`config.mk`:
```
export PLATFORM = sky130hd
export DESIGN_NAME = exec_lane_flat
export DESIGN_NICKNAME = d
export VERILOG_FILES = /design/src/design/alu_pkg.sv /design/src/design/lane_if.sv /design/src/design/exec_lane.sv /design/src/design/core_detachable_alu.sv /design/src/flat_wrapper.sv
export SDC_FILE = /design/constraint.sdc
export NUM_CORES = 1
export LEC_CHECK = 0
export ABC_AREA = 1
export BUFFER_PORTS_ARGS = -buffer_cell sky130_fd_sc_hd__buf_4
export CELL_PAD_IN_SITES_DETAIL_PLACEMENT = 1
export CELL_PAD_IN_SITES_GLOBAL_PLACEMENT = 2
export CORE_MARGIN = 5
export CORE_UTILIZATION = 27
export DETAILED_ROUTE_END_ITERATION = 10
export PLACE_DENSITY = 0.81
export SLEW_MARGIN = 20
export SYNTH_ARGS = -nofsm -noshare
export SYNTH_HDL_FRONTEND = slang
export SYNTH_SLANG_ARGS = --single-unit
export TNS_END_PERCENT = 1
```
`constraint.sdc`:
```
create_clock -name vclk -period 3.5
set_input_delay 0.7 -clock vclk [all_inputs]
set_output_delay 0.7 -clock vclk [all_outputs]
set_load 0.05 [all_outputs]
```
`src/design/alu_pkg.sv`:
```
package alu_pkg;

  // datapath width
  localparam int XLEN = 32;
  // architectural register index width
  localparam int REG_AW = 5;

  // operation groups, grand_op field
  localparam logic [1:0] GTYPE_LOGIC = 2'b00;
  localparam logic [1:0] GTYPE_INT   = 2'b01;
  localparam logic [1:0] GTYPE_SFT   = 2'b10;
  localparam logic [1:0] GTYPE_CMP   = 2'b11;

  // logic group sub-ops
  localparam logic [1:0] STYPE_NOR = 2'b00;
  localparam logic [1:0] STYPE_AND = 2'b01;
  localparam logic [1:0] STYPE_OR  = 2'b10;
  localparam logic [1:0] STYPE_XOR = 2'b11;

  // integer group sub-ops
  // bit 1 picks the subtractor
  localparam logic [1:0] STYPE_ADD = 2'b00;
  localparam logic [1:0] STYPE_SUB = 2'b10;

  // load-immediate alternative of the integer group
  localparam logic [1:0] STYPE_LUI     = 2'b01;
  localparam logic [1:0] STYPE_PCPLUS4 = 2'b10;
  localparam logic [1:0] STYPE_PCADDUI = 2'b11;

  // shift group sub-ops
  localparam logic [1:0] STYPE_SLL = 2'b00;
  localparam logic [1:0] STYPE_SRL = 2'b01;
  localparam logic [1:0] STYPE_SRA = 2'b10;

  // compare group sub-ops
  // low bit clear selects signed extension in the shared subtract
  localparam logic [1:0] STYPE_SLT  = 2'b00;
  localparam logic [1:0] STYPE_SLTU = 2'b01;

endpackage
```
`src/design/lane_if.sv`:
```
`timescale 1ns/1ns

interface lane_if;
  import alu_pkg::*;

  // op is live in the lane this cycle
  logic              valid;
  logic [1:0]        grand_op;
  logic [1:0]        op;
  logic [REG_AW-1:0] rd;
  // second operand, imm already muxed in
  logic [XLEN-1:0]   r0;
  // first source operand
  logic [XLEN-1:0]   r1;

  // dispatch side, registered
  modport issue (
    output valid, grand_op, op, rd, r0, r1
  );

  // alu lane side
  modport exec (
    input valid, grand_op, op, rd, r0, r1
  );

endinterface

```
`src/design/exec_lane.sv`:
```
`timescale 1ns/1ns

module exec_lane (
  lane_if.exec                       lane_i,
  output logic                       wb_valid_o,
  output logic [alu_pkg::REG_AW-1:0] wb_rd_o,
  output logic [alu_pkg::XLEN-1:0]   wb_data_o
);
  import alu_pkg::*;

  logic [XLEN-1:0] alu_res;

  // integer build, no pc or multiplier behind this lane
  // no registered group, so the alu clock stays idle
  core_detachable_alu #(
    .USE_LI  (1'b0),
    .USE_INT (1'b1),
    .USE_MUL (1'b0),
    .USE_SFT (1'b1),
    .USE_CMP (1'b1)
  ) u_alu (
    .clk        (1'b0),
    .rst_n_i    (1'b1),
    .mul_i      ('0),
    .r0_i       (lane_i.r0),
    .r1_i       (lane_i.r1),
    .pc_i       ('0),
    .grand_op_i (lane_i.grand_op),
    .op_i       (lane_i.op),
    .res_o      (alu_res)
  );

  // every valid op commits
  assign wb_valid_o = lane_i.valid;
  assign wb_rd_o    = lane_i.rd;
  // rd 0 result squashed, so bypass and file only ever see zero there
  assign wb_data_o  = (lane_i.rd == '0) ? '0 : alu_res;

endmodule

```
`src/design/core_detachable_alu.sv`:
```
`timescale 1ns/1ns

module core_detachable_alu #(
  parameter bit USE_LI  = 1'b0,
  parameter bit USE_INT = 1'b1,
  parameter bit USE_MUL = 1'b0,
  parameter bit USE_SFT = 1'b1,
  parameter bit USE_CMP = 1'b1
) (
  input  logic                     clk,
  input  logic                     rst_n_i,
  input  logic [alu_pkg::XLEN-1:0] mul_i,
  input  logic [alu_pkg::XLEN-1:0] r0_i,
  input  logic [alu_pkg::XLEN-1:0] r1_i,
  input  logic [alu_pkg::XLEN-1:0] pc_i,
  input  logic [1:0]               grand_op_i,
  input  logic [1:0]               op_i,
  output logic [alu_pkg::XLEN-1:0] res_o
);
  import alu_pkg::*;

  logic [XLEN-1:0] g0_result;
  logic [XLEN-1:0] g1_result;
  logic [XLEN-1:0] g2_result;
  logic [XLEN-1:0] g3_result;
  logic [XLEN:0]   sub_r;
  logic [XLEN:0]   r1_ext;
  logic [XLEN:0]   r0_ext;
  logic            ext;

  // group select, disabled groups fall back to logic
  always_comb begin
    case (grand_op_i)
      GTYPE_LOGIC: res_o = g0_result;
      GTYPE_INT:   res_o = (USE_LI || USE_INT || USE_MUL) ? g1_result : g0_result;
      GTYPE_SFT:   res_o = USE_SFT ? g2_result : g0_result;
      GTYPE_CMP:   res_o = USE_CMP ? g3_result : g0_result;
      default:     res_o = g0_result;
    endcase
  end

  // logic group, always present
  always_comb begin
    case (op_i)
      STYPE_NOR: g0_result = ~(r1_i | r0_i);
      STYPE_AND: g0_result = r1_i & r0_i;
      STYPE_OR:  g0_result = r1_i | r0_i;
      default:   g0_result = r1_i ^ r0_i;
    endcase
  end

  // shared 33-bit subtract
  // inverted sign as extension gives signed order in bit XLEN
  assign ext    = ~op_i[0];
  assign r1_ext = {~r1_i[XLEN-1] & ext, r1_i};
  assign r0_ext = {~r0_i[XLEN-1] & ext, r0_i};
  assign sub_r  = r1_ext - r0_ext;

  // group 1, one alternative per build
  if (USE_INT) begin : g_int
    always_comb begin
      case (op_i)
        STYPE_ADD: g1_result = r1_i + r0_i;
        STYPE_SUB: g1_result = sub_r[XLEN-1:0];
        // remaining codes decode on bit 1 only
        default:   g1_result = op_i[1] ? sub_r[XLEN-1:0] : r1_i + r0_i;
      endcase
    end
  end else if (USE_LI) begin : g_li
    always_comb begin
      case (op_i)
        STYPE_LUI:     g1_result = {r0_i[XLEN-13:0], 12'd0};
        STYPE_PCPLUS4: g1_result = pc_i + XLEN'(4);
        STYPE_PCADDUI: g1_result = pc_i + r0_i;
        default:       g1_result = {r0_i[XLEN-13:0], 12'd0};
      endcase
    end
  end else if (USE_MUL) begin : g_mul
    logic [XLEN-1:0] mul_q;
    // product from the detached multiplier, captured at the edge
    always_ff @(posedge clk) begin
      if (!rst_n_i) begin
        mul_q <= '0;
      end else begin
        mul_q <= mul_i;
      end
    end
    assign g1_result = mul_q;
  end else begin : g_no_g1
    assign g1_result = '0;
  end

  // shifts by the low 5 bits of r0
  if (USE_SFT) begin : g_sft
    always_comb begin
      case (op_i)
        STYPE_SLL: g2_result = r1_i << r0_i[4:0];
        STYPE_SRL: g2_result = r1_i >> r0_i[4:0];
        STYPE_SRA: g2_result = $signed(r1_i) >>> r0_i[4:0];
        default:   g2_result = r1_i << r0_i[4:0];
      endcase
    end
  end else begin : g_no_sft
    assign g2_result = '0;
  end

  // set-less-than from the subtract borrow
  if (USE_CMP) begin : g_cmp
    always_comb begin
      g3_result = '0;
      case (op_i)
        STYPE_SLT, STYPE_SLTU: g3_result[0] = sub_r[XLEN];
        default:               g3_result[0] = 1'b0;
      endcase
    end
  end else begin : g_no_cmp
    assign g3_result = '0;
  end

endmodule

```
`src/flat_wrapper.sv`:
```
// flat-port wrapper written by rule: the top's interface ports become plain ports
module exec_lane_flat import alu_pkg::*;
  (wb_valid_o, wb_rd_o, wb_data_o, lane_i_valid, lane_i_grand_op, lane_i_op, lane_i_rd, lane_i_r0, lane_i_r1);
  lane_if lane_i_i ();
  output logic wb_valid_o;
  output logic [alu_pkg::REG_AW-1:0] wb_rd_o;
  output logic [alu_pkg::XLEN-1:0] wb_data_o;
  input wire logic [$bits(lane_i_i.valid)-1:0] lane_i_valid;
  input wire logic [$bits(lane_i_i.grand_op)-1:0] lane_i_grand_op;
  input wire logic [$bits(lane_i_i.op)-1:0] lane_i_op;
  input wire logic [$bits(lane_i_i.rd)-1:0] lane_i_rd;
  input wire logic [$bits(lane_i_i.r0)-1:0] lane_i_r0;
  input wire logic [$bits(lane_i_i.r1)-1:0] lane_i_r1;
  assign lane_i_i.valid = lane_i_valid;
  assign lane_i_i.grand_op = lane_i_grand_op;
  assign lane_i_i.op = lane_i_op;
  assign lane_i_i.rd = lane_i_rd;
  assign lane_i_i.r0 = lane_i_r0;
  assign lane_i_i.r1 = lane_i_r1;
  exec_lane u_core (.lane_i(lane_i_i), .wb_valid_o(wb_valid_o), .wb_rd_o(wb_rd_o), .wb_data_o(wb_data_o));
endmodule
```
==> results of run 1 <==
==> worst max-delay path, cell delays in order <==
cell and delay (ps):
buf_4 100, clkinvlp_4 170, ha_4 420, nor2_2 60, buf_4 140, nand2_1 100, inv_1 100, nand2_2 120
nand2_1 80, nand2_2 70, nand3_1 60, nand2_1 60, nand3_1 80, nand3_2 140, nand2_2 80, a21oi_4 190
buf_6 180
==> what timing repair did <==
action / 4_1_cts / 5_1_grt
gates cloned: 0 / 1
setup buffers: 1 / 8
setup endpoints to repair: 30 / 31
pin swaps: 16 / 60
gates resized for setup: 179 / 185
==> synth_stat cells, drive strengths merged <==
master,instances
o221ai,25
nor4,3
mux2i,1
nor2,133
a211oi,1
inv,331
o21ai,62
clkinv,4
xor2,4
buf,91
o21bai,6
nand2,910
a31oi,6
a21boi,1
and2,11
nor3,14
or2,2
o21a,8
xnor2,1
a21o,1
a21oi,113
o22ai,4
fa,2
nand3b,2
clkbuf,37
nand4,33
nand3,377
o311ai,1
ha,102
o211ai,52
==> kinds of logic after synthesis <==
kind of cell | count (synthesis) | share of synthesized area (%)
adders and majority gates | 104 | 11.7
muxes | 1 | 0.0888
xor gates and xnor gates | 5 | 0.388
and+or+nand+nor | 1485 | 55.4
AOI/OAI and AO/OA | 280 | 15.1
buffers and inverters | 463 | 17.3
==> power groups by stage <==
| stage | Sequential [uW] | Combinational (uW) | Clock (uW) |
|---|---|---|---|
| 2_1_floorplan | 0 | 1610 | 0 |
| 3_3_place_gp | 0 | 2860 | 0 |
| 3_5_place_dp | 0 | 2920 | 0 |
| 4_1_cts | 0 | 3080 | 0 |
| 5_1_grt | 0 | 3510 | 0 |
| 6_report | 0 | 3280 | 0 |
==> worst max-delay path by stage <==
| stage | startpoint | to |
|---|---|---|
| final | lane_i_r1[12] | wb_data_o[21] |
| after floorplan | lane_i_r0[3] | wb_data_o[17] |
| after detailed placement | lane_i_r1[4] | wb_data_o[29] |
| after CTS | lane_i_r1[0] | wb_data_o[0] |
| after global placement | lane_i_r1[9] | wb_data_o[25] |
| after global routing | lane_i_r1[12] | wb_data_o[21] |
==> through the flow <==
step	setup WS [ps]	total power [uW]	std cells	area [um2]	TNS [ps]
floorplan	-199	1610	2338	11500	-2900
global placement	-310	2860	3239	15400	-4680
detailed placement	-337	2920	3239	15400	-5880
CTS	-39.4	3080	3240	16100	-334
global route	-140	3510	3249	16800	-2820
finish	-62.7	3280	3249	16800	-339
==> metal layers <==
metal | share of wire [%] | vias to the layer above | GRT usage [%]
met5 | 0 | - | 0
met4 | 4.0 | 0 | 9.73
met3 | 6.2 | 120 | 4.22
met2 | 47 | 497 | 48.8
met1 | 43 | 8541 | 37.3
li1 | - | 8247 | -
==> layout make-up <==
type	count	area, um2
tap	532	666
multi-input combinational	1875	10700
timing repair buffer	507	4150
inverter	335	1280
fill	5759	24300
==> flow_summary_export.csv, run 1 <==
group,metric,value,unit
global_route,antenna_found_initial,1,
sta,whs,1400,ps
power,p_leak,0.00906,uW
yosys,avgSynthCellArea,4.82,um2
yosys,ys_seq_area_share,0,%
yosys,synthTopCellsByArea,"nand2_1 (30%), nand3_1 (17%), ha_1 (11%), inv_1 (11%), a21oi_1 (5.0%)",
yosys,netlist.area_leader.share,30.2,%
floorplan,fp.dieW,214,um
power,p_per_area,195,nW/um2
global_route,first_global_vias,17786,
routing,routed_via_density,5.36,
sta,setup_viol,15,
placement,numPortBuffers,110,
routing,final_antenna_net_count,0,
routing,drt-initial-drc-count,1240,
global_route,grt_pass1_wl,104,mm
sta,setup_slack,-62.7,ps
power,seqPwrFrac,0,%
worst_setup_path,required,2800,ps
cells_and_area,antenna_cells,0,
power,switching_share,62.1,%
global_route,grt_max_degree,79,
yosys,yosysTopAreaCell,"nand2_1",
floorplan,die_h,214,um
cells_and_area,final_common_cell,"nand2_1",
hold_path,hp-class,"input port to output pin",
status,violations,"negative setup slack",
cells_and_area,syn2layout_area_growth,49.1,%
power,clkPwrFrac,0,%
status,status,"complete, but fails checks",
yosys,ys_warn_count,0,
routing,num_vias,17405,
power,power_frac_comb,100.0,%
power,intPower,1240,uW
sta,tightest_slew,547,ps
routing,routed_wl,70.7,mm
cells_and_area,layout_common_cells,"nand2_1 (796), buf_4 (459), nand3_1 (344)",
floorplan,rows,74,
routing,drc_errors,0,
yosys,synth_cell_types,44,
worst_setup_path,cp-end-kind,"output pin",
sta,maxSlewHeadroom,63.5,%
sta,hold_violations,0,
placement,dp.final_hpwl,58.3,mm
power,ir_drop,0.0000884,V
sta,max_freq,281,MHz
sta,period_needed,3560,ps
cells_and_area,drive_gt1_share,30.7,%
clock_network,hold_buffers,0,
hold_path,hold_depth,0,
sta,finalMaxSlewViolations,0,
power,switching_power,2040,uW
worst_setup_path,worstPathMaxFanout,7,
floorplan,die-area,45900,um2
floorplan,design.core.area,41100,um2
hold_path,min_to,"wb_valid_o",
floorplan,initial_core_util,27.4,%
worst_setup_path,crit_type,"input port to output pin",
yosys,syn-cell-area,11300,um2
cells_and_area,fin_nets,2897,
placement,place_congestion,0.983,
global_route,grt_use_total,28.7,%
floorplan,io_pins,112,
global_route,grt_remaining_overflow,0,
sta,rsz0062_at_grt,"yes",
cells_and_area,final_core_util,40.9,%
cells_and_area,regArea,0,um2
worst_setup_path,start_kind,"input port",
hold_path,min_from,"lane_i_valid",
cells_and_area,nFlopsAndLatches,0,
sta,finalCritPeriodShare,102,%
routing,dr.pass1.iters,5,
yosys,synth_cells,2338,
job,max-cap-violations,0,
yosys,synth_fp_nets,2516,
worst_setup_path,crit_arrival,2860,ps
routing,routedWlPerCell,21.7,um
cells_and_area,clkbuf_count,0,
Power figures use the tool's default switching activity.
==> inputs of run 2 (changes only) <==
--- a/config.mk
+++ b/config.mk
@@ -6,7 +6,7 @@
 export NUM_CORES = 1
 export LEC_CHECK = 0
 export ABC_AREA = 1
-export BUFFER_PORTS_ARGS = -buffer_cell sky130_fd_sc_hd__buf_4
+export BUFFER_PORTS_ARGS = -buffer_cell sky130_fd_sc_hd__buf_2
 export CELL_PAD_IN_SITES_DETAIL_PLACEMENT = 1
 export CELL_PAD_IN_SITES_GLOBAL_PLACEMENT = 2
 export CORE_MARGIN = 5
==> run 2 against run 1 <==
  * The run still ends with negative setup slack left
  * Worst setup slack got worse by 27 ps
  * Combinational power up 3%
  * Utilization increased by 0.84 points
  * First-iteration DRC count is 13% higher
  * Die area unchanged
  * Hold slack unchanged
  * Flip-flop and latch count is the same
  * Global-route usage increased by 0.37 points
  * Via count grew 2.4%
  * Critical endpoint is now wb_data_o[17]
==> flow_summary_export.csv, run 2 (synthesis gave the netlist of run 1 again) <==
group,metric,value,unit
status,status,"complete, but fails checks",
status,violations,"negative setup slack",
routing,routed_wl,72.5,mm
routing,routedWlPerCell,22.0,um
cells_and_area,final_common_cell,"nand2_1",
sta,rsz0062_at_grt,"yes",
power,p_per_area,197,nW/um2
sta,maxSlewHeadroom,53.4,%
hold_path,hp-class,"input port to output pin",
global_route,grt_pass1_wl,105,mm
routing,dr.pass1.iters,5,
global_route,grt_use_total,29.1,%
placement,place_congestion,0.982,
placement,dpl_cell_area,15500,um2
cells_and_area,layout_common_cells,"nand2_1 (797), buf_4 (431), nand3_1 (346)",
sta,period_needed,3590,ps
floorplan,io_pins,112,
sta,tightest_slew,698,ps
cells_and_area,fin_nets,2947,
global_route,first_global_vias,17883,
power,p_leak,0.00927,uW
hold_path,hold_depth,0,
clock_network,hold_buffers,0,
routing,num_vias,17817,
placement,dp.final_hpwl,59.4,mm
global_route,antenna_found_initial,1,
sta,hold_violations,0,
job,max-cap-violations,0,
cells_and_area,n_fill_cell,5739,
worst_setup_path,required,2800,ps
floorplan,design.core.area,41100,um2
routing,drt-initial-drc-count,1404,
cells_and_area,clkbuf_count,0,
floorplan,initial_core_util,27.4,%
hold_path,min_from,"lane_i_valid",
worst_setup_path,start_kind,"input port",
cells_and_area,regArea,0,um2
sta,finalCritPeriodShare,103,%
placement,post-place-ws,-506,ps
cells_and_area,nFlopsAndLatches,0,
cells_and_area,design_area,17200,um2
routing,drc_errors,0,
worst_setup_path,crit_arrival,2890,ps
floorplan,die_h,214,um
routing,final_antenna_net_count,0,
hold_path,min_to,"wb_valid_o",
worst_setup_path,crit_type,"input port to output pin",
global_route,grt_remaining_overflow,0,
worst_setup_path,crit_path_start,"lane_i_r1[12]",
routing,routed_via_density,5.40,
power,ir_drop,0.0000860,V
worst_setup_path,cp-end-kind,"output pin",
sta,finalMaxSlewViolations,0,
global_route,grt_max_degree,79,
cells_and_area,drive_gt1_share,32.1,%
floorplan,rows,74,
sta,max_freq,279,MHz
floorplan,fp.dieW,214,um
cells_and_area,syn2layout_area_growth,52.2,%
floorplan,die-area,45900,um2
worst_setup_path,worstPathMaxFanout,4,
sta,setup_viol,14,
placement,numPortBuffers,110,
sta,setup_slack,-89.9,ps
-- run 2: cell types whose count changed in the layout (fill, tap and decap cells not counted), moves of 3 or more --
cell / delta
a21oi_1: -5
a21oi_2: +4
buf_2: +71
buf_4: -28
clkbuf_4: +3
nand2_2: -5
nand2_4: +3
nand3_2: -4
-- run 2: metrics by stage --
| step | hold slack (ps) | total power, uW | utilization, % | cells | TNS (ps) |
|---|---|---|---|---|---|
| after floorplan | 1570 | 1610 | - | 2338 | -2900 |
| after global placement | 1400 | 2860 | 37.7 | 3283 | -6370 |
| after detailed placement | 1400 | 2920 | 37.7 | 3283 | -7760 |
| after CTS | 1400 | 3140 | 39.9 | 3288 | -267 |
| after global routing | 1400 | 3580 | 41.7 | 3300 | -2790 |
| final | 1400 | 3370 | 41.7 | 3300 | -530 |
-- run 2: critical path, cell delays in order --
cell and delay [ps]:
buf_8 80, clkinvlp_4 180, ha_4 380, nand2_2 130, nor4_4 350, buf_4 170, nand2_1 70, nand3_1 90
nand3_1 130, nand3_4 140, nand2_4 60, a21oi_4 210, buf_6 190
-- run 2: how the worst max path moves through the flow --
stage / endpoint / cells past startpoint / slack, ps
2_1_floorplan: wb_data_o[17] / 17 / -200
3_3_place_gp: wb_data_o[17] / 14 / -430
3_5_place_dp: wb_data_o[17] / 14 / -510
4_1_cts: wb_data_o[22] / 16 / -50
5_1_grt: wb_data_o[27] / 18 / -170
6_report: wb_data_o[17] / 13 / -90
-- run 2: power by group --
| group | switching [uW] | internal, uW | total, uW |
|---|---|---|---|
| logic | 2090 | 1280 | 3370 |
| registers | 0 | 0 | 0 |
| clock network | 0 | 0.0000383 | 0.0000383 |
-- run 2: cell type report --
| type | instances | area [um2] | area share [%] |
|---|---|---|---|
| inverter | 335 | 1280 | 7.47 |
| antenna | 1 | 2.50 | 0.0146 |
| tap | 532 | 666 | 3.88 |
| timing repair buffer | 557 | 4410 | 25.7 |
| multi-input combinational | 1875 | 10800 | 62.9 |
-- run 2: metal layers --
| layer | part of all wire, % | wire [um] | vias up | GRT usage (%) |
|---|---|---|---|---|
| li1 | - | - | 8372 | - |
| met1 | 43 | 31200 | 8698 | 38.7 |
| met2 | 47 | 34100 | 601 | 50.8 |
| met3 | 5.5 | 4000 | 146 | 1.67 |
| met4 | 4.4 | 3210 | 0 | 8.72 |
| met5 | 0 | 0 | - | 0 |
-- run 2: what timing repair did --
item / 4_1_cts / 5_1_grt
cloned: 1 / 2
pin swaps: 27 / 57
buffers inserted: 4 / 9
resized for setup: 226 / 186
endpoints found under the setup margin: 32 / 32
endpoints found under the hold margin: 0 / 0
==> inputs of run 3 (changes only) <==
--- a/config.mk
+++ b/config.mk
@@ -9,11 +9,12 @@
 export BUFFER_PORTS_ARGS = -buffer_cell sky130_fd_sc_hd__buf_2
 export CELL_PAD_IN_SITES_DETAIL_PLACEMENT = 1
 export CELL_PAD_IN_SITES_GLOBAL_PLACEMENT = 2
+export CORE_ASPECT_RATIO = 1.2
 export CORE_MARGIN = 5
 export CORE_UTILIZATION = 27
 export DETAILED_ROUTE_END_ITERATION = 10
 export PLACE_DENSITY = 0.81
-export SLEW_MARGIN = 20
+export RECOVER_POWER = 50
 export SYNTH_ARGS = -nofsm -noshare
 export SYNTH_HDL_FRONTEND = slang
 export SYNTH_SLANG_ARGS = --single-unit
==> run 3 against run 2 <==
  * Routed wire length rose by 5.9%
  * Critical endpoint is now wb_data_o[31]
  * Power up 9.4%
  * Via count grew 3.4%
  * First-iteration DRC count is 13% lower
  * Final area up 8.9%
  * Sequential share of layout area unchanged
  * Die area hardly changed
  * The flow still finishes with violations (negative setup slack)
==> flow_summary_export.csv, run 3 (synthesis gave the netlist of run 1 again) <==
group,metric,value,unit
cells_and_area,fin_nets,3016,
worst_setup_path,required,2800,ps
cells_and_area,clkbuf_count,0,
routing,final_antenna_net_count,0,
routing,num_vias,18418,
placement,numPortBuffers,110,
placement,place_congestion,1.01,
cells_and_area,layout_common_cells,"nand2_1 (713), buf_4 (488), nand3_1 (303)",
worst_setup_path,cp-end-kind,"output pin",
cells_and_area,final_common_cell,"nand2_1",
sta,whs,1400,ps
routing,routedWlPerCell,22.7,um
worst_setup_path,crit_path_frequent_cell,"nand2_2",
cells_and_area,antenna_cells,0,
routing,routed_wl,76.8,mm
cells_and_area,regArea,0,um2
worst_setup_path,cp_top_family,"simple AND/OR/NAND/NOR gates",
global_route,grt_remaining_overflow,0,
worst_setup_path,critPathMaxStageDelay,230,ps
power,p_per_area,197,nW/um2
worst_setup_path,crit_type,"input port to output pin",
global_route,grt_pass1_wl,112,mm
cells_and_area,nFlopsAndLatches,0,
cells_and_area,n_fill_cell,5716,
hold_path,hp-class,"input port to output pin",
worst_setup_path,cp_num_buf_inv,3,
global_route,antenna_found_initial,0,
routing,drt-initial-drc-count,1220,
power,ir_drop,0.000109,V
sta,setup_viol,2,
status,violations,"negative setup slack",
routing,drc_errors,0,
routing,routed_via_density,5.45,
global_route,grt_max_degree,60,
sta,setup_slack,-5.25,ps
sta,max_freq,285,MHz
global_route,grt_use_total,31.4,%
floorplan,io_pins,112,
floorplan,fp.dieW,197,um
cells_and_area,drive_gt1_share,41.7,%
sta,maxSlewHeadroom,60.4,%
sta,hold_violations,0,
floorplan,die_h,234,um
worst_setup_path,worstPathMaxFanout,4,
cells_and_area,syn2layout_area_growth,65.8,%
placement,post-place-ws,-605,ps
worst_setup_path,crit_arrival,2810,ps
worst_setup_path,start_kind,"input port",
routing,dr.pass1.iters,5,
cells_and_area,final_core_util,45.0,%
cells_and_area,design_area,18700,um2
sta,rsz0062_at_grt,"yes",
global_route,first_global_vias,19335,
placement,dpl_cell_area,16000,um2
floorplan,design.core.area,41600,um2
sta,finalMaxSlewViolations,0,
worst_setup_path,crit_slowest_cell,"ha_1",
cells_and_area,multiInputGateArea,11700,um2
power,p_leak,0.00984,uW
power,total_power,3690,uW
floorplan,die-area,46000,um2
clock_network,hold_buffers,0,
job,max-cap-violations,0,
sta,period_needed,3510,ps
worst_setup_path,cp_cell_sequence,"buf_2 > buf_4 > ha_1 > nor2_2 > nand2_2 > nand3_1 > nand2_4 > nand2_2 > nand2_2 > nand2_1 > nand2_1 > nand2_1 > nand3_1 > nand2_2 > nand2_2 > a21oi_4 > buf_6",
sta,finalCritPeriodShare,100,%
floorplan,initial_core_util,27.1,%
sta,tightest_slew,596,ps
floorplan,rows,82,
placement,dp.final_hpwl,62.7,mm
status,status,"complete, but fails checks",
## run 3: cell types whose count changed in the layout (fill, tap and decap cells not counted), moves of 38 or more
cell     before  now
nand2_2     101  169
inv_1       297  252
inv_2        32   70
nand2_1     797  713
buf_4       431  488
nand3_1     346  303
## run 3: final timing paths
kind | slack [ps] | cells past startpoint | startpoint | endpoint
setup / recovery | -5 | 17 | lane_i_r1[1] | wb_data_o[31]
hold / removal | 1400 | 0 | lane_i_valid | wb_valid_o
## run 3: through the flow
stage                     instances  setup TNS [ps]
after floorplan                2338           -2900
after global placement         3351           -9490
after detailed placement       3351          -10730
after CTS                      3367           -83.5
after global routing           3382           -1120
final                          3382           -10.2
## run 3: power breakdown
group          switching [uW]  leakage [uW]  internal (uW)
Combinational            2260       0.00984           1430
Sequential                  0             0              0
Clock                       0             0              0
## run 3: routing by layer
layer	track usage, %	up-vias	routed length [um]
li1	-	8520	-
met3	1.49	226	3070
met5	0	-	0
met1	37.1	9066	30700
met4	15.7	0	5110
met2	57.7	606	37900
## run 3: final cells by class
class                           instances  area share [%]
Timing Repair Buffer                  626            26.8
Inverter                              335            6.99
Multi-Input combinational cell       1875            62.6
Tap cell                              546            3.65
## run 3: timing repair
action                     4_1_cts  5_1_grt
setup endpoints to repair       32       32
cloned                           1        0
pin swaps                       44      133
buffers inserted                15       16
gates resized for setup        297      434
